<file path="src/hw/fc_config.svh">
// fc engine sizing: word width, lane count, RAM depth, accumulator and pipeline depth
`ifndef FC_CONFIG_SVH
`define FC_CONFIG_SVH

// stream and RAM word, four feature bytes per word
`define FC_WORD_W 32

// output neurons, one MAC lane and one weight bank each
`define FC_LANES 4

// words per RAM
`define FC_FEAT_DEPTH 256

// signed accumulator width
`define FC_ACC_W 24

// fraction bits dropped before the clip to 0..127
`define FC_FRAC_SHIFT 6

// register stages in the multiplier before the accumulator
`define FC_MUL_LAT 4

`endif

</file>
<file path="src/hw/fc_pkg.sv">
// fc engine types shared by the control, datapath and packer
`include "fc_config.svh"

package fc_pkg;

  // one stream beat or RAM word
  typedef logic [`FC_WORD_W-1:0] word_t;

  // feature or weight operand
  typedef logic signed [7:0] byte_t;

  // per-lane running sum
  typedef logic signed [`FC_ACC_W-1:0] acc_t;

  // word address into any of the RAMs
  typedef logic [$clog2(`FC_FEAT_DEPTH)-1:0] addr_t;

  // command code, strobed with cmd_valid
  typedef enum logic [1:0] {
    load_feat = 2'd1,
    load_wt   = 2'd2,
    run       = 2'd3
  } cmd_e;

  // feature byte count, up to 4 * depth inclusive
  typedef logic [$clog2(4 * `FC_FEAT_DEPTH):0] count_t;

endpackage

</file>
<file path="src/hw/result_pack.sv">
// output packer: clip and saturate four sums, hold the word until the stream takes it
`timescale 1ns/1ns
`include "fc_config.svh"

module result_pack (
  input  logic          clk,
  input  logic          rstn,
  input  logic          pack_go,
  input  fc_pkg::acc_t  acc0,
  input  fc_pkg::acc_t  acc1,
  input  fc_pkg::acc_t  acc2,
  input  fc_pkg::acc_t  acc3,
  input  logic          m_ready,
  output logic          m_valid,
  output fc_pkg::word_t m_data,
  output logic          sent
);
  import fc_pkg::*;

  // negative to zero, then drop fraction bits and saturate at 127
  function automatic logic [7:0] quantize(input acc_t sum);
    acc_t scaled;
    scaled = sum >>> `FC_FRAC_SHIFT;
    if (sum[`FC_ACC_W-1]) quantize = 8'd0;
    else if (scaled > acc_t'(127)) quantize = 8'd127;
    else quantize = scaled[7:0];
  endfunction

  assign sent = m_valid && m_ready;

  always_ff @(posedge clk) begin
    if (!rstn) begin
      m_valid <= 1'b0;
    end else if (pack_go) begin
      m_valid <= 1'b1;
    end else if (sent) begin
      m_valid <= 1'b0;
    end
  end

  // byte j carries neuron j
  always_ff @(posedge clk) begin
    if (pack_go) begin
      m_data <= {quantize(acc3), quantize(acc2), quantize(acc1), quantize(acc0)};
    end
  end

endmodule

</file>
<file path="config.mk">
export PLATFORM = sky130hd
export DESIGN_NAME = result_pack
export DESIGN_NICKNAME = d
export VERILOG_FILES = /design/src/hw/fc_pkg.sv /design/src/hw/result_pack.sv
export VERILOG_INCLUDE_DIRS = /design/src /design/src/hw
export SDC_FILE = /design/constraint.sdc
export NUM_CORES = 1
export LEC_CHECK = 0
export BUFFER_PORTS_ARGS = -buffer_cell sky130_fd_sc_hd__buf_2
export CAP_MARGIN = 20
export CELL_PAD_IN_SITES_DETAIL_PLACEMENT = 1
export CELL_PAD_IN_SITES_GLOBAL_PLACEMENT = 1
export CORE_ASPECT_RATIO = 0.7
export CORE_UTILIZATION = 26
export CTS_CLUSTER_SIZE = 14
export DETAILED_ROUTE_END_ITERATION = 6
export PLACE_DENSITY_LB_ADDON = 0.2
export SYNTH_ARGS = -nofsm -noshare
export SYNTH_HDL_FRONTEND = slang
export SYNTH_SLANG_ARGS = --single-unit
</file>
<file path="constraint.sdc">
create_clock -name clk -period 1.4 [get_ports clk]
set_clock_uncertainty 0.15 [all_clocks]
set_input_delay 0.21 -clock clk [delete_from_list [all_inputs] [get_ports clk]]
set_output_delay 0.21 -clock clk [all_outputs]
set_load 0.02 [all_outputs]
</file>
==> results.md <==
- Outcome: finished clean
- CTS Buf Count: 5
- Die area: 5964 sq um
- Crit-path cells: and2_1, buf_2
- Detailed Route WL: 4156 um
- First-pass GRT wire length: 6851 um
- Register area share after synthesis: 0.6672
- Overall power: 0.002297 W
- TritonRoute pass-1 iters: 4
- Slew Limit Fails: 0
- Max-Cap Viols: 0
- Wire length per cell: 13.36 um
- Worst Setup End Kind: output port
- CP Launch Type: register
- FMAX: 0.7987 GHz
- TritonCTS clock tree: yes
- Number of post-CTS setup repair buffers: 0
- Critical path arrival: 0.89 ns
- Width of the die: 91.88 um
- Share of cells above drive strength 1: 0.5732
- Vias in the first global route: 1431
- Area growth syn-to-layout: 57.79%
- Synth warn: 0
- Worst endpoint required time: 1.04 ns
- Min Tclk post-route: 1.252 ns
- Via count: 1426
- DRT antenna net count: 0
- Final hold vios: 0
- Clk Latency, worst-skew pair: 0.28 ns
- Cell with the most instances after synthesis: edfxtp_1
- Core Rows: 22
- Pin count of the biggest net entering global routing: 34
- Clk buf depth: 2
- Synth top cells by count: edfxtp_1, a41oi_1, inv_1, nor4_2, nor2_1
- Synthesized flop and latch total: 33
- PostCTS Resize Cnt: 0
- Syn Inst Count: 105
- Setup_tns: 0 ns
- Crit path kind: register to output port
- Yosys top cell area share: 0.6536
- GP Congestion: 0.7204
- Antenna violations before repair: 0
- Maximum fanout along the worst path: 3
- Remaining global-route overflow: 0
- # port buffers: 109
- Gr usage total: 0.1522
- Initial core utilization: 0.2753
- Dpl cell area: 2227 sq um
- Post-CTS Hold Fix Bufs: 1
- Synth async-reset ratio: 0
- # IOs: 134
- RSZ-0062 raised after global routing: false
- H-tree level count: 2
- Clock root buffer: clkbuf_8
- Netlist cell types: 10
- Final instance area: 2320 sq um
- Pwr Density: 990.1 nW/um^2
- Slowest stage delay, CP: 0.34 ns
- Core ar.: 5340 sq um
- Post-synth top area cell: edfxtp_1
- Leakage: 1.096 nW
- HPWL Detailed: 3240 um
- DR vias/cell: 4.585
- Total inserted antenna cells: 0
- Non-filler cells, final: 311
- Prevailing post-synth register cell: edfxtp_1
- Leading post-synthesis cells by cell area: edfxtp_1, a41oi_1, inv_1
- Post-synth EDFFs: 32
- Reg clk slew, reported paths: 0.07 ns
- Mapped cell area: 1470 sq um
- Final nets: 338
- Die Y-Extent: 64.92 um
- Detailed Route Iter0 Violations: 42
- Mapped Avg Cell Area: 14.00 sq um
- Placed cells: 302
- Hold WC Path Type: input pin to register
- CP max-delay cell: dfxtp_1
- Final Cycle Share: 0.8943
- CTS Sinks: 33
- Peak supply drop: 0.4141 mV
- Drt drc: 0
- Final setup fails: 0
through the flow:
step / hold slack (ns) / utilization / setup slack, ns
finish: 0.09889 / 0.4344 / 0.1480
global route: 0.1214 / 0.4344 / 0.09195
CTS: 0.09057 / 0.4344 / 0.1271
detailed placement: 0.2664 / 0.4171 / 0.02135
global placement: 0.2637 / 0.4171 / 0.07654
floorplan: 0.1725 / - / 0.1267
flip-flops by register name, indices dropped and copies added, names as in the netlist:
signal	flops
m_data	32
m_valid	1
worst max-delay path, delay by kind of cell, from the launching register on:
kind | cells | cell delay [ns]
DFF | 1 | 0.34
buffers and inverters | 1 | 0.15
and+or+nand+nor | 1 | 0.12
per-layer routing:
layer  vias up  share of wire  global-route usage
li1        681              -                   -
met1       678           0.44              0.1845
met2        61           0.46              0.2435
met3         6          0.087             0.04695
met4         0          0.020             0.08203
met5         -              0                   0
final timing paths:
| path | from | end | slack (ns) | depth (start not counted) |
|---|---|---|---|---|
| max | m_valid | sent | 0.15 | 2 |
| min | m_ready | m_valid | 0.1 | 3 |
| max reg2reg | m_valid | m_valid | 0.55 | 2 |
| min reg2reg | m_valid | m_valid | 0.48 | 2 |
power by group:
part	internal [W]	switching, W
sequential	0.00117	0.0000180
clock	0.000344	0.000339
combinational	0.000179	0.000248
area by class of cell:
cell class / count / area (sq um)
timing repair buffer: 123 / 665.6
tap: 72 / 90.09
multi-input combinational: 47 / 395.4
inverter: 28 / 105.1
sequential: 33 / 980.9
clock buffer: 6 / 72.57
clock inverter: 2 / 10.01
fill: 648 / 3020
cells by family (layout without fill, tap and decap cells):
kind of cell           count (synthesis)  in the layout  synth area share
AND/OR/NAND/NOR                       14             14           0.08681
flip-flops                            33             33            0.6672
other                                  1              4          0.002551
buffers and inverters                 28            159           0.07149
AO/OA/AOI/OAI                         29             29            0.1719
layout by cell type (no fill, tap or decap), types with 2 or more instances in the layout:
master / netlist / layout
nor4_2: 8 / 8
buf_2: 0 / 109
clkinv_2: 0 / 2
conb_1: 1 / 4
clkbuf_8: 0 / 5
buf_4: 0 / 12
inv_1: 28 / 28
nor2_1: 4 / 4
edfxtp_1: 32 / 32
a41oi_1: 28 / 28
(Power assumes the default switching activity.)
