===== src/hw/fc_config.svh =====
// fc engine sizing: word width, lane count, RAM depth, accumulator and pipeline depth
`ifndef FC_CONFIG_SVH
`define FC_CONFIG_SVH

// stream and RAM word, four feature bytes per word
`define FC_WORD_W 32

// output neurons, one MAC lane and one weight bank each
`define FC_LANES 4

// words per RAM
`define FC_FEAT_DEPTH 256

// signed accumulator width
`define FC_ACC_W 24

// fraction bits dropped before the clip to 0..127
`define FC_FRAC_SHIFT 6

// register stages in the multiplier before the accumulator
`define FC_MUL_LAT 4

`endif


===== src/hw/fc_pkg.sv =====
// fc engine types shared by the control, datapath and packer
`include "fc_config.svh"

package fc_pkg;

  // one stream beat or RAM word
  typedef logic [`FC_WORD_W-1:0] word_t;

  // feature or weight operand
  typedef logic signed [7:0] byte_t;

  // per-lane running sum
  typedef logic signed [`FC_ACC_W-1:0] acc_t;

  // word address into any of the RAMs
  typedef logic [$clog2(`FC_FEAT_DEPTH)-1:0] addr_t;

  // command code, strobed with cmd_valid
  typedef enum logic [1:0] {
    load_feat = 2'd1,
    load_wt   = 2'd2,
    run       = 2'd3
  } cmd_e;

  // feature byte count, up to 4 * depth inclusive
  typedef logic [$clog2(4 * `FC_FEAT_DEPTH):0] count_t;

endpackage


===== src/hw/mac_pe.sv =====
// MAC lane: sign-magnitude 8x8 multiply through a pipelined adder tree, then accumulate
`timescale 1ns/1ns
`include "fc_config.svh"

module mac_pe (
  input  logic          clk,
  input  logic          rstn,
  input  logic          in_valid,
  input  logic          first,
  input  fc_pkg::byte_t a,
  input  fc_pkg::byte_t b,
  output fc_pkg::acc_t  acc
);
  import fc_pkg::*;

  localparam int lat = `FC_MUL_LAT;

  logic [7:0]     a_mag;
  logic [7:0]     b_mag;
  logic [7:0]     pp [8];    // partial products, row i weighs 2^i
  logic [7:0]     pp_q [8];
  logic [9:0]     s2_q [4];  // row pairs, weight 4^j
  logic [11:0]    s3_q [2];  // weight 16^k
  logic [15:0]    s4_q;      // unsigned product magnitude
  logic [lat-1:0] vld_pipe;
  logic [lat-1:0] fst_pipe;
  logic [lat-1:0] sgn_pipe;
  acc_t           prod;

  ///////////////////////////////
  // magnitudes and partials
  ///////////////////////////////

  assign a_mag = a[7] ? ~a + 8'd1 : a;  // -128 maps to 8'h80
  assign b_mag = b[7] ? ~b + 8'd1 : b;

  always_comb begin
    for (int i = 0; i < 8; i++) begin
      pp[i] = b_mag[i] ? a_mag : 8'd0;
    end
  end

  ///////////////////////////////
  // adder tree
  ///////////////////////////////

  always_ff @(posedge clk) begin
    pp_q     <= pp;
    sgn_pipe <= {sgn_pipe[lat-2:0], a[7] ^ b[7]};
    for (int j = 0; j < 4; j++) begin
      s2_q[j] <= {2'b00, pp_q[2*j]} + {1'b0, pp_q[2*j+1], 1'b0};
    end
    for (int k = 0; k < 2; k++) begin
      s3_q[k] <= {2'b00, s2_q[2*k]} + {s2_q[2*k+1], 2'b00};
    end
    s4_q <= {4'd0, s3_q[0]} + {s3_q[1], 4'd0};
  end

  // sign restored at the end of the tree
  assign prod = sgn_pipe[lat-1] ? -acc_t'(s4_q) : acc_t'(s4_q);

  ///////////////////////////////
  // accumulator
  ///////////////////////////////

  always_ff @(posedge clk) begin
    if (!rstn) begin
      vld_pipe <= '0;
      fst_pipe <= '0;
      acc      <= '0;
    end else begin
      vld_pipe <= {vld_pipe[lat-2:0], in_valid};
      fst_pipe <= {fst_pipe[lat-2:0], in_valid && first};
      if (vld_pipe[lat-1]) begin
        acc <= fst_pipe[lat-1] ? prod : acc + prod;  // restart on a new vector
      end
    end
  end

endmodule


===== config.mk =====
export PLATFORM = sky130hd
export DESIGN_NAME = mac_pe
export DESIGN_NICKNAME = d
export VERILOG_FILES = /design/src/hw/fc_pkg.sv /design/src/hw/mac_pe.sv
export VERILOG_INCLUDE_DIRS = /design/src /design/src/hw
export SDC_FILE = /design/constraint.sdc
export NUM_CORES = 1
export LEC_CHECK = 0
export ABC_AREA = 1
export BUFFER_PORTS_ARGS = -buffer_cell sky130_fd_sc_hd__buf_2
export CAP_MARGIN = 30
export CORE_MARGIN = 2
export CORE_UTILIZATION = 40
export CTS_CLUSTER_DIAMETER = 100
export CTS_CLUSTER_SIZE = 28
export DETAILED_ROUTE_END_ITERATION = 6
export GPL_ROUTABILITY_DRIVEN = 0
export SLEW_MARGIN = 20
export SYNTH_ARGS = -nofsm -noshare
export SYNTH_HDL_FRONTEND = slang
export SYNTH_SLANG_ARGS = --single-unit

===== constraint.sdc =====
create_clock -name clk -period 2.4 [get_ports clk]
set_input_delay 0.36 -clock clk [delete_from_list [all_inputs] [get_ports clk]]
set_output_delay 0.36 -clock clk [all_outputs]
set_load 0.01 [all_outputs]

==> metrics.csv <==
stage,metric,value,unit
status,status,"complete, but fails checks",
status,violations,setup timing,
clock_tree,cts.sinks,180,
layout,num-fill-cells,2085,
clock_tree,cts-root-buf,clkbuf_16,
power_and_ir_drop,powerDensity,890,mW/mm^2
setup_path,crit_slowest_cell,ha_2,
sta,finalHoldViolCount,0,
sta,timing.fmax,0.406,GHz
sta,fin_tns_setup,-0.378,ns
setup_path,start_kind,flip-flop,
min_path,min_to,vld_pipe[0],
logic_synthesis,synth_cell_type_count,38,
floorplanning,die_y,156,um
clock_tree,cts_buffer_depth,2,
logic_synthesis,yosys-top-cells-area,"dfxtp_1 39%, ha_1 11%, nand2_1 11%",
power_and_ir_drop,p_int,0.00675,W
clock_tree,htree_levels,4,
floorplanning,rows,55,
floorplanning,start_util,0.409,
logic_synthesis,syn_area_per_cell,7.57,um^2
sta,maxSlewViolCount,0,
logic_synthesis,syn-num-nets,1339,
logic_synthesis,synth.most_common_cell,nand2_1,
setup_path,slowest_delay,0.41,ns
clock_tree,clk_latency,0.44,ns
logic_synthesis,synth_top_cells_by_count,"272 x nand2_1, 188 x inv_1, 180 x dfxtp_1",
setup_path,cp_top_family,simple AND/OR/NAND/NOR gates,
setup_path,worstSetupPathType,flip-flop to flip-flop,
route,firstDrtPassIters,5,
route,wire_per_inst,13.0,um
grt,grt_usage,0.181,
place,numPortBuffers,43,
floorplanning,fp.dieW,156,um
clock_tree,ctsHoldBuffers,0,
setup_path,r2r-end,acc[20],
floorplanning,dieArea,0.0244,mm^2
sta,postLayoutSetupSlackWorst,-0.0645,ns
run,maxCapViolCount,0,
route,dr.max_layer_used,met4,
route,post-route-drc-count,0,
layout,nets,1476,
logic_synthesis,ys_ff_latch,180,
power_and_ir_drop,pwr-share-seq,0.346,
route,vias,7931,
setup_path,crit_chain,nor2_4 > nand3_1 > inv_1 > nand3_2 > nand2_2 > inv_1 > ha_2 > nand2_1 > nor2_2 > nand2_1 > inv_1 > nand3_1 > nand4_1 > nand3_1 > a21oi_1,
grt,grt_max_degree,34,
sta,finalSetupViolations,11,
power_and_ir_drop,peakVddDrop,643,uV
route,wl,21600,um
clock_tree,cts-buffers-inserted,17,
grt,grt_pass1_vias,7509,
clock_tree,cts_tree,done,
setup_path,worstPathMaxFanout,6,
sta,fin_crit,2.46,ns
logic_synthesis,yosysWarnings,0,
layout,area_growth,28.4,%
sta,fin_crit_sh,1.03,
min_path,hold_path.class,input pin to flip-flop,
logic_synthesis,synth_top_area_cell,dfxtp_1,
logic_synthesis,async_reset_ff_frac,0,
layout,drive_above_1_share,0.264,
floorplanning,num_io_pins,44,
logic_synthesis,synth_top_area_frac,0.388,
grt,grt_overflow,0,
sta,fin_skew,0.0124,ns
sta,rsz0062_at_grt,true,
route,final_antenna_net_count,0,
power_and_ir_drop,p_clk_frac,0.266,
layout,antenna_cells,0,
grt,grt_pass1_wl,35000,um
power_and_ir_drop,swShare,0.364,
power_and_ir_drop,power_frac_comb,0.388,
place,dpl.hpwl,16100,um
logic_synthesis,ys.flop_type,dfxtp_1,
route,routed-wl-met2,10900,um
route,first_iter_violations,335,
logic_synthesis,syn_inst,1226,
setup_path,cp_data_required_time,2.77,ns
floorplanning,core,0.0227,mm^2
logic_synthesis,yosysSeqAreaShare,0.388,
clock_tree,path_clk_slew,0.08,ns
power_and_ir_drop,p_leak,5.97,nW
setup_path,endpoint_kind,flip-flop,
route,route.met3.wl,648,um
place,pre_cts_slack,-0.217,ns
logic_synthesis,synth_edf_count,0,
route,met1_length,9600,um
min_path,hold_path.startpoint,in_valid,
sta,tightest_slew,0.664,ns
setup_path,r2r_cells,15,
sta,relSlewSlack,0.557,
power_and_ir_drop,p_switching,0.00386,W
logic_synthesis,netlist_area,0.00928,mm^2
min_path,whs_path_depth,3,
grt,antenna_found_initial,0,
setup_path,timing.rr.start,s4_q[0],
setup_path,worst-path-buf-inv,3,
setup_path,critPathArrivalTime,2.84,ns
route,viasPerCell,4.77,
setup_path,r2r_setup_slack,-0.06,ns
[area by class of cell]
class / count / area, um^2 / area share
clock buffer: 18 / 439 / 0.0369
clock inverter: 14 / 179 / 0.0150
inverter: 192 / 728 / 0.0611
multi-input combinational: 839 / 5680 / 0.477
sequential: 180 / 3610 / 0.303
tap: 285 / 357 / 0.0299
timing repair buffer: 133 / 917 / 0.0770
[per-layer routing]
layer	up-vias	track usage
li1	4163	-
met3	38	0.0313
met1	3609	0.209
met4	0	0.0721
met5	-	0
met2	121	0.329
[state kept, by name, indices dropped and copies added, names as in the netlist]
signal and cells:
acc 24, vld_pipe 4, pp_q 64, fst_pipe 4, s2_q 40, s4_q 16
sgn_pipe 4, s3_q 24
[kinds of logic after synthesis]
group	after synthesis	synth area share
AOI/OAI and AO/OA	164	0.0968
xor gates and xnor gates	68	0.0650
adders and majority gates	93	0.132
buffers and inverters	207	0.0850
DFF	180	0.388
and+or+nand+nor	514	0.233
[timing repair]
| action | in CTS | in global routing |
|---|---|---|
| gates resized for setup | 87 | 132 |
| setup buffers | 7 | 7 |
| pin swaps | 44 | 69 |
| setup endpoints to repair | 19 | 20 |
[worst max path at each step]
stage | startpoint | end | depth (start not counted)
2_1_floorplan | s4_q[1] | acc[15] | 20
3_5_place_dp | s4_q[0] | acc[18] | 17
5_1_grt | s4_q[6] | acc[17] | 18
3_3_place_gp | s4_q[3] | acc[23] | 17
6_report | s4_q[0] | acc[20] | 15
4_1_cts | s4_q[0] | acc[21] | 18
[through the flow]
stage	util	area, um^2	hold WS [ns]	power, W	cells
after floorplan	-	9280	0.310	0.00578	1226
after global placement	0.456	10400	0.310	0.00691	1615
after detailed placement	0.456	10400	0.312	0.00696	1615
after CTS	0.501	11400	0.119	0.0102	1654
after global routing	0.525	11900	0.126	0.0113	1661
final	0.525	11900	0.131	0.0106	1661
[layout by cell type, fill, tap and decap left out, types with 17 or more instances in the layout]
master,netlist,final
a21oi_1,89,76
buf_2,9,43
buf_4,0,83
clkbuf_16,0,17
dfxtp_1,180,174
ha_1,85,67
inv_1,188,170
nand2_1,272,211
nand2_2,4,54
nand3_1,66,52
nor2_1,122,97
nor2_2,7,18
o21ai_0,40,37
xor2_1,50,46
[worst reg2reg max path: stages (launching register included)]
cell and delay (ns):
dfxtp_4 0.37, nor2_4 0.13, nand3_1 0.12, inv_1 0.14
nand3_2 0.15, nand2_2 0.15, inv_1 0.06, ha_2 0.41
nand2_1 0.13, nor2_2 0.17, nand2_1 0.06, inv_1 0.06
nand3_1 0.09, nand4_1 0.10, nand3_1 0.10, a21oi_1 0.17
[power groups by stage]
stage | clock [W] | combinational [W] | sequential [W]
6_report | 0.00282 | 0.00412 | 0.00367
5_1_grt | 0.00301 | 0.00457 | 0.00371
4_1_cts | 0.00288 | 0.00363 | 0.00364
3_5_place_dp | 0 | 0.00326 | 0.00370
3_3_place_gp | 0 | 0.00322 | 0.00369
2_1_floorplan | 0 | 0.00213 | 0.00365
(Power assumes the default switching activity.)
