**src/hw/fc_config.svh**
```systemverilog
// fc engine sizing: word width, lane count, RAM depth, accumulator and pipeline depth
`ifndef FC_CONFIG_SVH
`define FC_CONFIG_SVH

// stream and RAM word, four feature bytes per word
`define FC_WORD_W 32

// output neurons, one MAC lane and one weight bank each
`define FC_LANES 4

// words per RAM
`define FC_FEAT_DEPTH 256

// signed accumulator width
`define FC_ACC_W 24

// fraction bits dropped before the clip to 0..127
`define FC_FRAC_SHIFT 6

// register stages in the multiplier before the accumulator
`define FC_MUL_LAT 4

`endif

```
**src/hw/fc_pkg.sv**
```systemverilog
// fc engine types shared by the control, datapath and packer
`include "fc_config.svh"

package fc_pkg;

  // one stream beat or RAM word
  typedef logic [`FC_WORD_W-1:0] word_t;

  // feature or weight operand
  typedef logic signed [7:0] byte_t;

  // per-lane running sum
  typedef logic signed [`FC_ACC_W-1:0] acc_t;

  // word address into any of the RAMs
  typedef logic [$clog2(`FC_FEAT_DEPTH)-1:0] addr_t;

  // command code, strobed with cmd_valid
  typedef enum logic [1:0] {
    load_feat = 2'd1,
    load_wt   = 2'd2,
    run       = 2'd3
  } cmd_e;

  // feature byte count, up to 4 * depth inclusive
  typedef logic [$clog2(4 * `FC_FEAT_DEPTH):0] count_t;

endpackage

```
**src/hw/fc_ctrl.sv**
```systemverilog
// fc engine control FSM: stream loads, paced fetches, drain wait and output handshake
`timescale 1ns/1ns
`include "fc_config.svh"

module fc_ctrl (
  input  logic                 clk,
  input  logic                 rstn,
  input  logic                 cmd_valid,
  input  fc_pkg::cmd_e         cmd,
  input  fc_pkg::count_t       feat_count,
  input  logic                 s_valid,
  input  logic                 s_last,
  input  logic                 feed_idle,
  input  logic                 sent,
  output logic                 s_ready,
  output fc_pkg::addr_t        ram_addr,
  output logic                 feat_we,
  output logic [`FC_LANES-1:0] wt_we,
  output logic                 ram_en,
  output logic                 fetch,
  output logic                 fetch_first,
  output logic                 fetch_last,
  output logic                 pack_go,
  output logic                 load_done,
  output logic                 run_done
);
  import fc_pkg::*;

  // last drain count, pack_go follows on the next cycle
  localparam logic [3:0] drain_last = 4'(`FC_MUL_LAT + 1);

  typedef enum logic [2:0] {
    st_idle,
    st_load_feat,
    st_load_wt,
    st_fetch,
    st_drain,
    st_send
  } state_e;

  state_e                        state;
  addr_t                         last_idx;  // words per vector minus one
  logic [$clog2(`FC_LANES)-1:0]  bank;
  logic [1:0]                    pace;      // one fetch per four feed cycles
  logic [3:0]                    drain_cnt;
  logic                          beat;

  ///////////////////////////////
  // strobes to RAMs and feed
  ///////////////////////////////

  assign beat        = s_valid && s_ready;
  assign feat_we     = (state == st_load_feat) && beat;
  assign wt_we       = (state == st_load_wt && beat) ?
                       ({{(`FC_LANES-1){1'b0}}, 1'b1} << bank) : '0;
  assign fetch       = (state == st_fetch) && (pace == 2'd0);
  assign fetch_first = fetch && (ram_addr == '0);
  assign fetch_last  = fetch && (ram_addr == last_idx);
  assign ram_en      = feat_we || (|wt_we) || fetch;

  ///////////////////////////////
  // state machine
  ///////////////////////////////

  always_ff @(posedge clk) begin
    if (!rstn) begin
      state     <= st_idle;
      s_ready   <= 1'b0;
      ram_addr  <= '0;
      last_idx  <= '0;
      bank      <= '0;
      pace      <= '0;
      drain_cnt <= '0;
      pack_go   <= 1'b0;
      load_done <= 1'b0;
      run_done  <= 1'b0;
    end else begin
      load_done <= 1'b0;  // single-cycle pulses
      run_done  <= 1'b0;
      pack_go   <= 1'b0;
      case (state)
        st_idle: begin
          if (cmd_valid) begin
            ram_addr  <= '0;
            bank      <= '0;
            pace      <= '0;
            drain_cnt <= '0;
            case (cmd)
              load_feat: begin
                state    <= st_load_feat;
                s_ready  <= 1'b1;
                last_idx <= addr_t'((feat_count >> 2) - count_t'(1));
              end
              load_wt: begin
                state   <= st_load_wt;
                s_ready <= 1'b1;
              end
              run:     state <= st_fetch;
              default: state <= st_idle;
            endcase
          end
        end
        st_load_feat: begin
          if (beat) begin
            ram_addr <= ram_addr + 1'b1;
            if (s_last) begin
              s_ready   <= 1'b0;
              load_done <= 1'b1;
              state     <= st_idle;
            end
          end
        end
        st_load_wt: begin
          if (beat) begin
            // next bank after a full run of words
            if (ram_addr == last_idx) begin
              ram_addr <= '0;
              bank     <= bank + 1'b1;
            end else begin
              ram_addr <= ram_addr + 1'b1;
            end
            if (s_last) begin
              s_ready   <= 1'b0;
              load_done <= 1'b1;
              state     <= st_idle;
            end
          end
        end
        st_fetch: begin
          pace <= pace + 1'b1;
          if (fetch) begin
            if (fetch_last) state <= st_drain;
            else ram_addr <= ram_addr + 1'b1;
          end
        end
        st_drain: begin
          if (feed_idle) begin  // count only once the lanes are done
            drain_cnt <= drain_cnt + 1'b1;
            if (drain_cnt == drain_last) begin
              pack_go <= 1'b1;
              state   <= st_send;
            end
          end
        end
        st_send: begin
          if (sent) begin
            run_done <= 1'b1;
            state    <= st_idle;
          end
        end
        default: state <= st_idle;
      endcase
    end
  end

endmodule

```
**config.mk**
```make
export PLATFORM = sky130hd
export DESIGN_NAME = fc_ctrl
export DESIGN_NICKNAME = d
export VERILOG_FILES = /design/src/hw/fc_pkg.sv /design/src/hw/fc_ctrl.sv
export VERILOG_INCLUDE_DIRS = /design/src /design/src/hw
export SDC_FILE = /design/constraint.sdc
export NUM_CORES = 1
export LEC_CHECK = 0
export BUFFER_PORTS_ARGS = -buffer_cell sky130_fd_sc_hd__buf_2
export CAP_MARGIN = 10
export CORE_ASPECT_RATIO = 0.75
export CORE_UTILIZATION = 40
export DETAILED_ROUTE_END_ITERATION = 10
export GPL_ROUTABILITY_DRIVEN = 0
export PLACE_DENSITY_LB_ADDON = 0.1
export SYNTH_ARGS = -nofsm -noshare
export SYNTH_HDL_FRONTEND = slang
export SYNTH_SLANG_ARGS = --single-unit
```
**constraint.sdc**
```tcl
create_clock -name clk -period 2.1 [get_ports clk]
set_clock_uncertainty 0.1 [all_clocks]
set_input_delay 0.21 -clock clk [delete_from_list [all_inputs] [get_ports clk]]
set_output_delay 0.21 -clock clk [all_outputs]
set_load 0.02 [all_outputs]
```
==> metrics.md <==
| Metric | Value |
|---|---|
| Status | finished clean |
| Post-synth net total | 284 |
| Number of buffers created by CTS | 5 |
| Yosys top cell area share | 29.81% |
| Antenna violation net count after detailed routing | 0 |
| Setup violators final | 0 |
| Global Route Usage Sum | 19.26% |
| Initial antenna violation count | 0 |
| Final Max Tran Viols | 0 |
| Slowest-stage cell, CP | dfxtp_1 |
| Hold Crit Start | feat_count[2] |
| Total chip power | 2490 uW |
| Slew headroom | 68.71% |
| Synth Register Bits | 31 |
| Syn Inst Count | 250 |
| Register area share after synthesis | 29.81% |
| Final Hold Slack | 38.67 ps |
| Final Util | 52.27% |
| Skew-Pair Late Insertion Delay | 290 ps |
| Hold Crit Depth | 2 |
| Ant diodes | 0 |
| P per Cell Area | 961.6 nW/um2 |
| Drt total wl | 5.128 mm |
| Post-Synth XOR/XNOR Area | 7.151% |
| CP cell instances | xor2_1 -> nor4_2 -> buf_4 -> and2_4 -> nand2_4 -> clkinv_4 -> buf_2 |
| Avg Cell Area, Syn | 8.328 um2 |
| Crit path arrival time | 1700 ps |
| GRT Residual Overflow | 0 |
| H-tree Lvls | 2 |
| Largest net degree at the start of global routing | 21 |
| Final nets | 342 |
| Vias post-DR | 1,906 |
| Endpoint, Worst Hold | last_idx[0]$_SDFFE_PN0P_ |
| Worst slew pin tran | 468.4 ps |
| DR vias/cell | 5.165 |
| Required time of the critical path | 1790 ps |
| Clock Tree Buf Depth | 2 |
| Worst-path clk slew | 70 ps |
| Die area | 5500 um2 |
| Worst Setup End Kind | primary output |
| Yosys top cell by area | dfxtp_1 |
| Port Buffer Count | 37 |
| Worst-path fanout max | 4 |
| Dpl cell area | 2424 um2 |
| Design area | 2590 um2 |
| Ys Warns | 0 |
| R2r worst-path depth | 6 |
| Leakage power | 0.001128 uW |
| Core area | 4955 um2 |
| Post-synth cell types | 55 |
| FF-to-FF End | state[1]$_SDFFE_PN0P_ |
| Post-Synth Simple-Gate Area | 27.16% |
| CTS tree | done |
| Critical R2R Launch | drain_cnt[0]$_SDFFE_PN0P_ |
| Ports | 41 |
| Chip Width | 85.31 um |
| Place WS | 83.01 ps |
| Worst min path class | in -> reg |
| Largest family of logic cells by synthesized area | simple AND/OR/NAND/NOR gates |
| Period Utilization, post-route | 95.51% |
| First-pass GRT wire length | 8.086 mm |
| VDD IR max | 0.3052 mV |
| First-pass DRT Iterations | 4 |
| Setup ws final | 94.38 ps |
| Area delta synth->final | 24.40% |
| # DRC | 0 |
| Number of synthesized flops with an enable pin | 0 |
| DRT iter0 DRCs | 91 |
| DR WL/cell | 13.90 um |
| Synth Area in Adders | 8.413% |
| Startpoint types | flop |
| Share of layout cells above drive strength 1 | 32.36% |
| Clk sinks | 31 |
| Post-synthesis compound-gate area fraction | 18.45% |
| Fin. Hold Viols | 0 |
| Post-synthesis mux area share | 0.9615% |
| Post-synth ARST share | 0% |
| Ranking of synthesized cells by area | dfxtp_1 (30%), ha_1 (8.4%), nand2_1 (5.0%) |
| DP HPWL | 3.836 mm |
| Clock period minus worst slack | 2006 ps |
| Max incr delay on CP | 350 ps |
| Worst reg2reg setup slack | 140 ps |
| Rows | 22 |
| Vias in the first global route | 1,689 |
| Top Family by Delay on Critical Path | simple AND/OR/NAND/NOR gates |
| Maxcap violations | 0 |
| Type of the worst setup path | reg -> out |
| Buf/Inv on CP | 3 |
| RSZ-0062 raised after global routing | yes |
| Ys flop type | dfxtp_1 |
| Post-CTS Hold Fix Bufs | 0 |
| Initial Util | 42.02% |
| Die Height | 64.48 um |
| Fmax | 498.6 MHz |
| Root buffer cell | clkbuf_8 |
| Netlist Area Pre-Place | 2082 um2 |
## how the worst max path moves through the flow
stage	cells after the start	end	startpoint	slack, ps
CTS	7	fetch_first	state[0]$_SDFFE_PN0P_	9
global route	7	fetch_last	ram_addr[5]$_SDFFE_PN0P_	-20
finish	7	fetch_last	ram_addr[5]$_SDFFE_PN0P_	90
detailed placement	7	ram_addr[2]$_SDFFE_PN0P_	pace[0]$_SDFFE_PN0P_	80
floorplan	8	state[1]$_SDFFE_PN0P_	ram_addr[5]$_SDFFE_PN0P_	80
global placement	7	ram_addr[0]$_SDFFE_PN0P_	pace[0]$_SDFFE_PN0P_	100
## synthesized netlist by cell type (3+ instances only)
library cell   n
nor2_1        20
a21oi_1        9
and2_1         6
dfxtp_1       31
nand3_1       10
o311a_2        5
o22ai_1        7
a211oi_1       8
clkbuf_1       4
nand2_1       28
and3_1         3
o21ai_0        3
nand2b_1       5
xnor2_1        5
xor2_1        12
nor4b_1        3
inv_1         15
buf_4          5
or3_1          4
nand3b_1       4
ha_1          14
nor4_1         5
nor3_1         8
## worst reg2reg max path, cell delays in order, from the launching register on
cell       delay, ps
dfxtp_1          400
ha_1             170
nand4b_1         120
o2111ai_1        240
nor3b_1          450
a21oi_2          120
o221a_1          240
## report_power, final
part | switching, uW | total, uW | leakage (uW) | internal, uW
registers | 48.9 | 696 | 0.000254 | 647
logic | 696 | 1330 | 0.000833 | 634
clock network | 232 | 465 | 0.0000422 | 232
## layer usage
layer / vias to the layer above / global-route usage, % / routed length, um
met1: 840 / 28.99 / 2796
met5: - / 0 / 0
met3: 7 / 4.331 / 277
li1: 1002 / - / -
met2: 57 / 26.21 / 1997
met4: 0 / 7.500 / 57
## cells by family after synthesis
family | count (synthesis)
xor gates and xnor gates | 17
DFF | 31
and+or+nand+nor | 106
adders and majority gates | 14
AOI/OAI and AO/OA | 49
muxes | 2
buffers and inverters | 31
## timing repair
item / in CTS / in global routing
endpoints found under the setup margin: 2 / 11
gates resized for setup: 2 / 13
buffers inserted: 0 / 4
pin swaps: 0 / 6
## flip-flops by register name (all words and copies together) (netlist names)
register / count
last_idx: 8
ram_addr: 8
drain_cnt: 4
state: 3
bank: 2
pace: 2
load_done: 1
pack_go: 1
run_done: 1
s_ready: 1
## stage by stage
step | std cells | setup TNS (ps)
CTS | 365 | 0
finish | 369 | 0
detailed placement | 357 | 0
floorplan | 250 | 0
global placement | 357 | 0
global route | 369 | -21.93
## layout by cell type, fill, tap and decap left out, drive strengths merged, types with 2 or more instances in the layout
master and count:
buf 65, a21oi 10, or3 4, nor4b 3
nor4 7, nor2b 2, o21ai 5, nand2 29
xnor2 5, a311oi 2, o22ai 7, clkbuf 7
a211oi 8, o311a 5, dfxtp 31, nor3 8
xor2 12, and2 6, inv 16, and3 4
nand3b 4, ha 14, nand3 10, mux2i 2
nor2 20, a31oi 2, nand2b 5, clkinv 2
## cell type report
cell class,instances,area [um2]
Clock buffer,7,76.32
Clock inverter,1,5.005
Fill cell,511,2365
Inverter,17,68.82
Multi-Input combinational cell,188,1336
Sequential cell,31,626.9
Tap cell,60,75.07
Timing Repair Buffer,65,401.6
Note: power is estimated with default switching activity, not from simulation.
