### src/hw/fc_config.svh
// fc engine sizing: word width, lane count, RAM depth, accumulator and pipeline depth
`ifndef FC_CONFIG_SVH
`define FC_CONFIG_SVH

// stream and RAM word, four feature bytes per word
`define FC_WORD_W 32

// output neurons, one MAC lane and one weight bank each
`define FC_LANES 4

// words per RAM
`define FC_FEAT_DEPTH 256

// signed accumulator width
`define FC_ACC_W 24

// fraction bits dropped before the clip to 0..127
`define FC_FRAC_SHIFT 6

// register stages in the multiplier before the accumulator
`define FC_MUL_LAT 4

`endif

### src/hw/fc_pkg.sv
// fc engine types shared by the control, datapath and packer
`include "fc_config.svh"

package fc_pkg;

  // one stream beat or RAM word
  typedef logic [`FC_WORD_W-1:0] word_t;

  // feature or weight operand
  typedef logic signed [7:0] byte_t;

  // per-lane running sum
  typedef logic signed [`FC_ACC_W-1:0] acc_t;

  // word address into any of the RAMs
  typedef logic [$clog2(`FC_FEAT_DEPTH)-1:0] addr_t;

  // command code, strobed with cmd_valid
  typedef enum logic [1:0] {
    load_feat = 2'd1,
    load_wt   = 2'd2,
    run       = 2'd3
  } cmd_e;

  // feature byte count, up to 4 * depth inclusive
  typedef logic [$clog2(4 * `FC_FEAT_DEPTH):0] count_t;

endpackage

### src/hw/operand_feed.sv
// operand feed: latches fetched words and walks the four byte lanes into the MACs
`timescale 1ns/1ns

module operand_feed (
  input  logic          clk,
  input  logic          rstn,
  input  logic          fetch,
  input  logic          fetch_first,
  input  logic          fetch_last,
  input  fc_pkg::word_t feat_word,
  input  fc_pkg::word_t wt_word0,
  input  fc_pkg::word_t wt_word1,
  input  fc_pkg::word_t wt_word2,
  input  fc_pkg::word_t wt_word3,
  output logic          lane_valid,
  output logic          first_word,
  output fc_pkg::byte_t feat_byte,
  output fc_pkg::byte_t wt_byte0,
  output fc_pkg::byte_t wt_byte1,
  output fc_pkg::byte_t wt_byte2,
  output fc_pkg::byte_t wt_byte3,
  output logic          feed_idle
);
  import fc_pkg::*;

  logic       fetch_d;   // RAM data valid this cycle
  logic       first_d;
  logic       last_d;
  logic       active;
  logic       first_q;
  logic       last_q;
  logic [1:0] lane;
  logic [4:0] bit_ofs;
  word_t      feat_q;
  word_t      wt_q0;
  word_t      wt_q1;
  word_t      wt_q2;
  word_t      wt_q3;

  always_ff @(posedge clk) begin
    if (!rstn) begin
      fetch_d   <= 1'b0;
      first_d   <= 1'b0;
      last_d    <= 1'b0;
      active    <= 1'b0;
      first_q   <= 1'b0;
      last_q    <= 1'b0;
      lane      <= '0;
      feed_idle <= 1'b1;
    end else begin
      fetch_d <= fetch;
      first_d <= fetch_first;
      last_d  <= fetch_last;
      if (fetch) feed_idle <= 1'b0;
      if (fetch_d) begin
        active  <= 1'b1;
        lane    <= '0;
        first_q <= first_d;
        last_q  <= last_d;
      end else if (active) begin
        lane <= lane + 1'b1;
        if (lane == 2'd3) begin
          active <= 1'b0;
          if (last_q) feed_idle <= 1'b1;  // last byte of the vector issued
        end
      end
    end
  end

  // word holding registers
  always_ff @(posedge clk) begin
    if (fetch_d) begin
      feat_q <= feat_word;
      wt_q0  <= wt_word0;
      wt_q1  <= wt_word1;
      wt_q2  <= wt_word2;
      wt_q3  <= wt_word3;
    end
  end

  assign bit_ofs    = {lane, 3'b000};
  assign lane_valid = active;
  assign first_word = active && first_q && (lane == 2'd0);
  assign feat_byte  = byte_t'(feat_q[bit_ofs +: 8]);  // broadcast to every lane
  assign wt_byte0   = byte_t'(wt_q0[bit_ofs +: 8]);
  assign wt_byte1   = byte_t'(wt_q1[bit_ofs +: 8]);
  assign wt_byte2   = byte_t'(wt_q2[bit_ofs +: 8]);
  assign wt_byte3   = byte_t'(wt_q3[bit_ofs +: 8]);

endmodule

### config.mk
export PLATFORM = sky130hd
export DESIGN_NAME = operand_feed
export DESIGN_NICKNAME = d
export VERILOG_FILES = /design/src/hw/fc_pkg.sv /design/src/hw/operand_feed.sv
export VERILOG_INCLUDE_DIRS = /design/src /design/src/hw
export SDC_FILE = /design/constraint.sdc
export NUM_CORES = 1
export LEC_CHECK = 0
export BUFFER_PORTS_ARGS = -buffer_cell sky130_fd_sc_hd__buf_2
export CAP_MARGIN = 20
export CORE_MARGIN = 2
export CORE_UTILIZATION = 35
export DETAILED_ROUTE_END_ITERATION = 8
export PLACE_DENSITY_LB_ADDON = 0.15
export SKIP_CTS_REPAIR_TIMING = 1
export SKIP_LAST_GASP = 1
export SYNTH_ARGS = -nofsm -noshare
export SYNTH_HDL_FRONTEND = slang
export SYNTH_SLANG_ARGS = --single-unit
### constraint.sdc
create_clock -name clk -period 5.9 [get_ports clk]
set_input_delay 1.18 -clock clk [delete_from_list [all_inputs] [get_ports clk]]
set_output_delay 1.18 -clock clk [all_outputs]
set_load 0.02 [all_outputs]
==> implementation parameters, run 1 <==
Parameter                              Value

Outcome
  Outcome    completed

Timing
  Ratio of final minimum period to clock period    0.570
  Hold WS    489 ps
  Endpoints failing setup    0
  Final Slew Violations    0
  Maximum clock skew at final layout    about 4.6 ps
  Number of hold violations in the final report    0
  Final Critical Period    about 3400 ps
  Slew headroom    0.414
  Setup TNS    0 ps
  Max Fclk    between 200 and 300 MHz
  Worst-margin pin slew    ~900 ps
  Final setup margin    2540 ps
  Setup repair after global routing missed its margin    no

Worst setup path
  Peak fanout along the critical path    43
  Largest incremental delay on the critical path    a little over 900 ps
  Crit-path leading delay family    flip-flops
  Number of buffer and inverter stages on the critical path    1
  Worst Setup Path Type    flop to output port
  CP max-delay cell    sky130_fd_sc_hd__dfxtp_4
  Sequence of cells on the critical path    mux4_1 > buf_2
  Arrival time at the worst endpoint    2180 ps
  Kind of end point of the critical path    output port
  Worst Setup Start Kind    flop
  Required time of the critical path    4720 ps

GRT
  GRT Residual Overflow    0
  Wire length of the first global-routing pass    18200 um
  Largest net degree at the start of global routing    66
  Initial antenna violation count    3
  Number of global-route vias before repair    3384
  Global Route Usage Sum    0.133

Clock tree
  Number of CTS-inserted buffers    17
  Total clock sinks    between 150 and 200
  Clock input transition at the sequential cells of the worst setup and hold paths    60 ps
  CTS H-tree depth    4
  Clock tree from TritonCTS    built
  Root cell of the clock tree    sky130_fd_sc_hd__clkbuf_16
  Number of buffers on the longest clock path    2
  Clock insertion delay at the later pin of the skew report    410 ps

Place
  Setup Slack @ Placement    2870 ps
  Inst Count DP    roughly 670
  I/O Buffers    207
  Placer Congestion    0.704

Die
  I/O Pins    ~210
  Die outline area    18700 um2
  Core area    about 17000 um2
  Cell Rows    48
  Die Span Y    137 um
  Horiz. Die Dim    around 140 um
  Initial cell density of the core    0.358

Synthesis
  Total nets after synthesis    408
  Compound-gate portion of the synthesized area    0.00122
  Synthesized-area fraction occupied by xor and xnor cells    0.00142
  Fraction of registers with async set/reset    0
  Post-Synth Adder-Cell Area    0.00406
  Number of synthesis warnings    0
  Summed instance area of the synthesized netlist    6160 um2
  Post-synthesis area per instance    25.6 um2
  Synth top area share    0.779
  Dominant combinational cell family by area after synthesis    multiplexers
  Predominant post-synthesis flop cell    sky130_fd_sc_hd__edfxtp_1
  Area contributors post-synth    sky130_fd_sc_hd__edfxtp_1 78%, sky130_fd_sc_hd__mux4_2 14%, sky130_fd_sc_hd__dfxtp_1 2.9%, sky130_fd_sc_hd__buf_12 1.3%, sky130_fd_sc_hd__mux4_1 0.85%
  Count of unique library cells instantiated by Yosys    20
  Register area share after synthesis    0.809
  Post-synth EDFFs    160
  Cell accounting for the most synthesized area    sky130_fd_sc_hd__edfxtp_1
  Cells after synthesis    241
  Synth Area in Simple Gates    0.0126
  Number of register bits inferred by synthesis    169
  Mux cell area share after synthesis    0.152

Hold path
  Hold/Removal Path Class    flop to flop

Cells and area
  Leading cell type in the layout, fill and taps excluded    sky130_fd_sc_hd__buf_2
  Total area of multi-input combinational cells    approximately 1100 um2
  Fraction of final layout cells sized beyond drive strength 1    0.594
  # nets final    between 600 and 700
  Area overhead of the layout relative to synthesis    29.1%
  Non-Filler Instances    700
  Commonest cells after routing, fill and taps aside    207 x sky130_fd_sc_hd__buf_2, 160 x sky130_fd_sc_hd__edfxtp_1, 38 x sky130_fd_sc_hd__mux4_2, 17 x sky130_fd_sc_hd__clkbuf_16, 7 x sky130_fd_sc_hd__clkinvlp_4
  Filler cell count in the final layout    1499
  Combined flip-flop and latch cell area    4990 um2

Drt
  Total via count after detailed routing    3166
  Number of vias per cell    4.52
  Final routed wirelength across all metal layers    12100 um
  Starting DRT DRC Count    182
  Count of TritonRoute iterations in the first routing pass    4
  DR DRC count    0
  Post-route antenna net violation count    0
  Routed wire per std cell    17.2 um

Power
  Power density of the placed cells    328 nW/um2
  LEAKAGE    2.93 nW
  Total power draw    between 2 and 3 mW
  Worst ir drop on vdd    0.193 mV

Run
  Max-cap check violation count    0
## path summary, 6_finish.rpt
path | from | depth (start not counted) | endpoint | slack, ps
hold / removal | feed_idle$_SDFF_PN1_ | 2 | feed_idle$_SDFF_PN1_ | 490
hold reg to reg | feed_idle$_SDFF_PN1_ | 2 | feed_idle$_SDFF_PN1_ | 490
setup reg to reg | fetch_d$_SDFF_PN0_ | 1 | wt_q0[3]$_DFFE_PP_ | 4080
setup / recovery | lane[0]$_SDFFE_PP0P_ | 2 | wt_byte2[5] | 2540
## power breakdown
group | total (mW) | internal, mW | switching [mW]
clock | 1.04 | 0.582 | 0.458
sequential | 1.40 | 1.37 | 0.0277
combinational | 0.171 | 0.0912 | 0.0795
total | 2.61 | 2.04 | 0.565
## cell type report
type,count,area share
Sequential cell,169,0.627
Timing Repair Buffer,210,0.133
Multi-Input combinational cell,60,0.133
Clock buffer,18,0.0539
Tap cell,225,0.0354
Clock inverter,14,0.0159
Inverter,2,0.000943
Antenna cell,2,0.000629
## per-layer routing
metal | share of wire | GRT usage | up-vias
met4 | 0.010 | 0.0411 | 2
met2 | 0.52 | 0.221 | 117
li1 | - | - | 1458
met5 | 0.0011 | 0 | -
met3 | 0.082 | 0.0589 | 9
met1 | 0.38 | 0.156 | 1580
## Yosys cell counts (all sizes together) (2+ instances only)
cell,instances
mux4,40
nor2b,3
and2,3
mux2i,3
dfxtp,9
nand2b,2
ha,2
inv,2
buf,9
edfxtp,160
nor2,2
## logic make-up (layout without fill, tap and decap cells)
logic type	Yosys count	count (layout)
flip-flops	169	169
adder cells (fa/ha/maj)	2	2
other	0	2
buffers and inverters	12	244
XOR/XNOR	1	1
multiplexers	43	43
AO/OA/AOI/OAI	1	1
AND/OR/NAND/NOR	13	13
## registers in the layout (all words and copies together), names as in the netlist
name        count
feat_q         32
wt_q0          32
wt_q1          32
wt_q2          32
wt_q3          32
lane            2
feed_idle       1
fetch_d         1
first_d         1
first_q         1
lane_valid      1
last_d          1
last_q          1
## through the flow
| step | utilization | cell area, um2 |
|---|---|---|
| after floorplan | - | 6160 |
| after global placement | 0.429 | 7400 |
| after detailed placement | 0.429 | 7400 |
| after CTS | 0.461 | 7950 |
| after global routing | 0.462 | 7960 |
| final | 0.462 | 7960 |
No activity file was read; power rests on OpenSTA's default activity.
==> run 2: changes to the inputs <==
- clock period: 5.9 -> 2.79 ns (I/O delays scaled with it)
==> run 2 against run 1 <==
  * Combinational power rose by 130%
  * Utilization up 0.59 points
  * Count of clock-buffer cells in the layout fell by 1
  * Setup slack got worse by 2300 ps
  * Via count shrank 0.32%
  * Cell count rose by 1.1%
  * Global-route usage up 0.23 points
  * Clock power rose by 110%
  * Non-clock buffer count rose by 7
  * Critical endpoint is now wt_byte2[7]
  * Largest cell class unchanged
==> implementation parameters, run 2 (synthesis results as in run 1) <==
Parameter                              Value

Drt
  Post-route antenna net violation count    0 (unchanged)
  Final routed wirelength across all metal layers    12400 um (+2.6%)
  Count of TritonRoute iterations in the first routing pass    5 (+1)
  DR DRC count    0 (unchanged)
  Number of vias per cell    4.46 (-1.4%)
  Routed wire per std cell    17.5 um (+1.4%)
  Starting DRT DRC Count    113 (-38%)
  Total via count after detailed routing    3156 (-0.32%)

Clock tree
  Number of buffers on the longest clock path    2 (unchanged)
  CTS H-tree depth    4 (unchanged)
  Total clock sinks    169 (unchanged)
  Clock tree from TritonCTS    built
  Root cell of the clock tree    sky130_fd_sc_hd__clkbuf_16
  Clock input transition at the sequential cells of the worst setup and hold paths    70 ps (about the same)
  Number of CTS-inserted buffers    17 (unchanged)
  Clock insertion delay at the later pin of the skew report    420 ps (about the same)

Timing
  Setup TNS    0 ps (unchanged)
  Worst-margin pin slew    576 ps (-303 ps)
  Slew headroom    0.616 (+0.202)
  Maximum clock skew at final layout    6.26 ps (+1.64 ps)
  Endpoints failing setup    0 (unchanged)
  Final Slew Violations    0 (unchanged)
  Final setup margin    242 ps (-2290 ps)
  Hold WS    305 ps (-184 ps)
  Ratio of final minimum period to clock period    0.913
  Setup repair after global routing missed its margin    no
  Final Critical Period    2550 ps
  Max Fclk    392 MHz
  Number of hold violations in the final report    0 (unchanged)

Place
  Inst Count DP    673 (+1.1%)
  DP Wirelength    8550 um
  I/O Buffers    207 (unchanged)
  Placer Congestion    0.715 (+1.5%)
  Setup Slack @ Placement    643 ps (-2230 ps)

GRT
  Global Route Usage Sum    0.136 (+0.00226)
  Wire length of the first global-routing pass    18200 um (about the same)
  GRT Residual Overflow    0 (unchanged)
  Number of global-route vias before repair    3478 (+2.8%)
  Initial antenna violation count    4 (+1)
  Largest net degree at the start of global routing    60 (-9.1%)

Worst setup path
  Required time of the critical path    2230 ps (-2490 ps)
  Worst Setup Path Type    flop to output port
  Kind of end point of the critical path    output port
  Worst Setup Start Kind    flop
  Arrival time at the worst endpoint    1990 ps (-190 ps)
  Peak fanout along the critical path    20 (-53%)

Hold path
  Hold/Removal Path Class    input pin to flop

Die
  Horiz. Die Dim    137 um (unchanged)
  Core area    17200 um2 (unchanged)
  Die Span Y    137 um (unchanged)
  Initial cell density of the core    0.358 (unchanged)
  Cell Rows    48 (unchanged)
  I/O Pins    208 (unchanged)
  Die outline area    18700 um2 (unchanged)

Outcome
  Outcome    completed

Run
  Max-cap check violation count    0 (unchanged)

Power
  Power density of the placed cells    690 nW/um2 (+110%)
  Total power draw    5.56 mW (+110%)
  LEAKAGE    3.00 nW (+2.3%)
  Worst ir drop on vdd    0.511 mV (+160%)

Cells and area
  Fraction of final layout cells sized beyond drive strength 1    0.604 (+0.0101)
  Commonest cells after routing, fill and taps aside    207 x sky130_fd_sc_hd__buf_2, 160 x sky130_fd_sc_hd__edfxtp_1, 38 x sky130_fd_sc_hd__mux4_2, 17 x sky130_fd_sc_hd__clkbuf_16, 7 x sky130_fd_sc_hd__buf_4
  Non-Filler Instances    708 (+1.1%)
  Leading cell type in the layout, fill and taps excluded    sky130_fd_sc_hd__buf_2
  # nets final    634 (+1.1%)
  Area overhead of the layout relative to synthesis    30.7%
  Filler cell count in the final layout    1516 (+1.1%)
run 2: critical path: stages, from the launching register on:
cell	delay [ps]
sky130_fd_sc_hd__dfxtp_4	620
sky130_fd_sc_hd__buf_4	270
sky130_fd_sc_hd__mux4_2	500
sky130_fd_sc_hd__buf_2	170
run 2: worst paths after layout:
check                  startpoint                   end  slack, ps  cells past startpoint
max          lane[0]$_SDFFE_PP0P_           wt_byte2[7]        240                      3
min                 feat_word[20]  feat_q[20]$_DFFE_PP_        310                      1
max reg2reg  lane[1]$_SDFFE_PP0P_  lane[1]$_SDFFE_PP0P_       1290                      5
min reg2reg     last_d$_SDFF_PN0_   last_q$_SDFFE_PN0P_        500                      2
run 2: stage by stage:
stage	utilization	area (um2)
floorplan	-	6170
finish	0.468	8060
detailed placement	0.434	7490
CTS	0.467	8050
global route	0.467	8060
global placement	0.434	7490
run 2: layout make-up:
class	instances	area (um2)	area share
sequential	169	4990	0.620
tap	225	282	0.0349
antenna	3	7.51	0.000931
clock inverter	15	139	0.0172
timing repair buffer	217	1150	0.143
clock buffer	17	425	0.0528
multi-input combinational	60	1060	0.131
inverter	2	7.51	0.000931
run 2: layer usage:
layer	vias to the layer above	wire, um	track usage	share of wire
li1	1480	-	-	-
met1	1540	4640	0.148	0.38
met2	122	6510	0.232	0.53
met3	14	1040	0.0585	0.084
met4	0	179	0.0538	0.014
met5	-	0	0	0
run 2: power by group:
part	switching, mW	total, mW	internal [mW]
sequential	0.0497	2.95	2.90
clock	1.05	2.22	1.18
combinational	0.183	0.388	0.205
==> run 3: changes to the inputs <==
- BUFFER_PORTS_ARGS: -buffer_cell sky130_fd_sc_hd__buf_2 -> -buffer_cell sky130_fd_sc_hd__buf_4
==> run 3 against run 2 <==
  * Sequential share of layout area is 3.3 points lower
  * Via count is 0.89% higher
  * Count of clock-buffer cells in the layout is 5 higher
  * Largest power group unchanged
  * Non-clock buffer count is 4 lower
==> implementation parameters, run 3 (synthesis results as in run 1) <==
Parameter                              Value

Power
  Power density of the placed cells    649 nW/um2 (-5.9%)
  Worst ir drop on vdd    0.511 mV (about the same)
  LEAKAGE    3.14 nW (+4.5%)

Place
  Placer Congestion    0.680 (-4.9%)
  DP Wirelength    8740 um (+2.3%)
  Area after detailed placement    7990 um2 (+6.7%)
  I/O Buffers    207 (unchanged)

Die
  Initial cell density of the core    0.358 (unchanged)
  Core area    17200 um2 (unchanged)
  Cell Rows    48 (unchanged)
  Die outline area    18700 um2 (unchanged)
  Horiz. Die Dim    137 um (unchanged)
  Die Span Y    137 um (unchanged)
  I/O Pins    208 (unchanged)

Clock tree
  Clock insertion delay at the later pin of the skew report    410 ps (about the same)
  Number of CTS-inserted buffers    17 (unchanged)
  Clock input transition at the sequential cells of the worst setup and hold paths    60 ps (about the same)
  Total clock sinks    169 (unchanged)
  Clock tree from TritonCTS    built
  Number of buffers on the longest clock path    2 (unchanged)
  CTS H-tree depth    4 (unchanged)
  Root cell of the clock tree    sky130_fd_sc_hd__clkbuf_16

Drt
  Post-route antenna net violation count    0 (unchanged)
  DR DRC count    0 (unchanged)
  Final routed wirelength across all metal layers    12400 um (about the same)
  Routed wire per std cell    17.7 um (+1.2%)
  Number of vias per cell    4.55 (+2.0%)
  Total via count after detailed routing    3184 (+0.89%)
  Count of TritonRoute iterations in the first routing pass    4 (-1)
  Starting DRT DRC Count    146 (+29%)

Worst setup path
  Worst Setup Start Kind    flop
  Arrival time at the worst endpoint    1970 ps (-20 ps)
  CP max-delay cell    sky130_fd_sc_hd__dfxtp_4
  Largest incremental delay on the critical path    620 ps (about the same)
  Required time of the critical path    2230 ps (about the same)
  Kind of end point of the critical path    output port
  Worst Setup Path Type    flop to output port
  Peak fanout along the critical path    18 (-10%)
  Sequence of cells on the critical path    buf_12 > mux4_2 > buf_4

Timing
  Maximum clock skew at final layout    5.72 ps (-0.547 ps)
  Endpoints failing setup    0 (unchanged)
  Setup TNS    0 ps (unchanged)
  Setup repair after global routing missed its margin    no
  Max Fclk    396 MHz (+0.83%)
  Number of hold violations in the final report    0 (unchanged)
  Slew headroom    0.618 (+0.00268)
  Worst-margin pin slew    572 ps (-4.02 ps)
  Final Slew Violations    0 (unchanged)
  Ratio of final minimum period to clock period    0.906 (-0.00753)
  Final Critical Period    2530 ps (-21.0 ps)

Cells and area
  Antenna cells    0 (-3)
  # nets final    630 (-0.63%)
  Commonest cells after routing, fill and taps aside    209 x sky130_fd_sc_hd__buf_4, 160 x sky130_fd_sc_hd__edfxtp_1, 38 x sky130_fd_sc_hd__mux4_2, 17 x sky130_fd_sc_hd__clkbuf_16, 6 x sky130_fd_sc_hd__dfxtp_1
  Area overhead of the layout relative to synthesis    38.1%
  Post-route cell area    8510 um2 (+5.6%)
  Util after Layout    0.494 (+0.0261)
  Filler cell count in the final layout    1447 (-4.6%)
  Fraction of final layout cells sized beyond drive strength 1    0.583 (-0.0210)
  Leading cell type in the layout, fill and taps excluded    sky130_fd_sc_hd__buf_4

Run
  Max-cap check violation count    0 (unchanged)

GRT
  Global Route Usage Sum    0.137 (+0.00166)
  Initial antenna violation count    0 (-4)
  Number of global-route vias before repair    3505 (+0.78%)
  Wire length of the first global-routing pass    18500 um (+1.9%)
  GRT Residual Overflow    0 (unchanged)
  Largest net degree at the start of global routing    74 (+23%)

Outcome
  Outcome    completed

Hold path
  Hold/Removal Path Class    input pin to flop
-- run 3: cell types whose count changed in the layout (fill, tap and decap cells not counted), moves of 2 or more --
cell	delta
sky130_fd_sc_hd__buf_2	-207
sky130_fd_sc_hd__buf_4	+202
sky130_fd_sc_hd__clkinv_1	+3
sky130_fd_sc_hd__inv_6	-4
sky130_fd_sc_hd__clkinv_4	-2
sky130_fd_sc_hd__clkbuf_1	+5
sky130_fd_sc_hd__diode_2	-3
sky130_fd_sc_hd__inv_8	-3
-- run 3: report_power, final --
group	internal [mW]	switching, mW
clock	1.21	0.884
sequential	2.90	0.0484
combinational	0.294	0.185
total	4.41	1.12
-- run 3: worst paths after layout --
kind	from	to	cells after the start	slack, ps
hold / removal	feat_word[6]	feat_q[6]$_DFFE_PP_	1	320
setup reg to reg	fetch_d$_SDFF_PN0_	last_q$_SDFFE_PN0P_	3	1220
hold reg to reg	feed_idle$_SDFF_PN1_	feed_idle$_SDFF_PN1_	2	490
setup / recovery	lane[0]$_SDFFE_PP0P_	wt_byte2[1]	3	260
-- run 3: through the flow --
| stage | hold WS (ps) | cells | power (mW) | setup slack (ps) |
|---|---|---|---|---|
| 2_1_floorplan | 462 | 241 | 3.21 | 84.4 |
| 3_3_place_gp | 473 | 669 | 3.48 | 640 |
| 3_5_place_dp | 463 | 669 | 3.49 | 629 |
| 4_1_cts | 292 | 700 | 5.62 | 173 |
| 5_1_grt | 291 | 700 | 5.74 | 117 |
| 6_report | 319 | 700 | 5.52 | 263 |
-- run 3: worst max-delay path: cells and delay by family, from the launching register on --
family	cells	cell delay (ps)
flip-flops	1	620
buffers and inverters	2	410
multiplexers	1	520
-- run 3: cell type report --
type / count / area [um2] / share of cell area
Timing Repair Buffer: 213 / 1650 / 0.194
Clock buffer: 22 / 444 / 0.0522
Tap cell: 225 / 282 / 0.0331
Clock inverter: 9 / 77.6 / 0.00911
Sequential cell: 169 / 4990 / 0.587
Inverter: 2 / 7.51 / 0.000882
Multi-Input combinational cell: 60 / 1060 / 0.124
-- run 3: routing by layer --
| layer | global-route usage | wire length, um | vias up |
|---|---|---|---|
| met2 | 0.241 | 6800 | 102 |
| met4 | 0.0417 | 109 | 0 |
| met5 | 0 | 0 | - |
| met1 | 0.148 | 4410 | 1613 |
| li1 | - | - | 1463 |
| met3 | 0.0619 | 1060 | 6 |
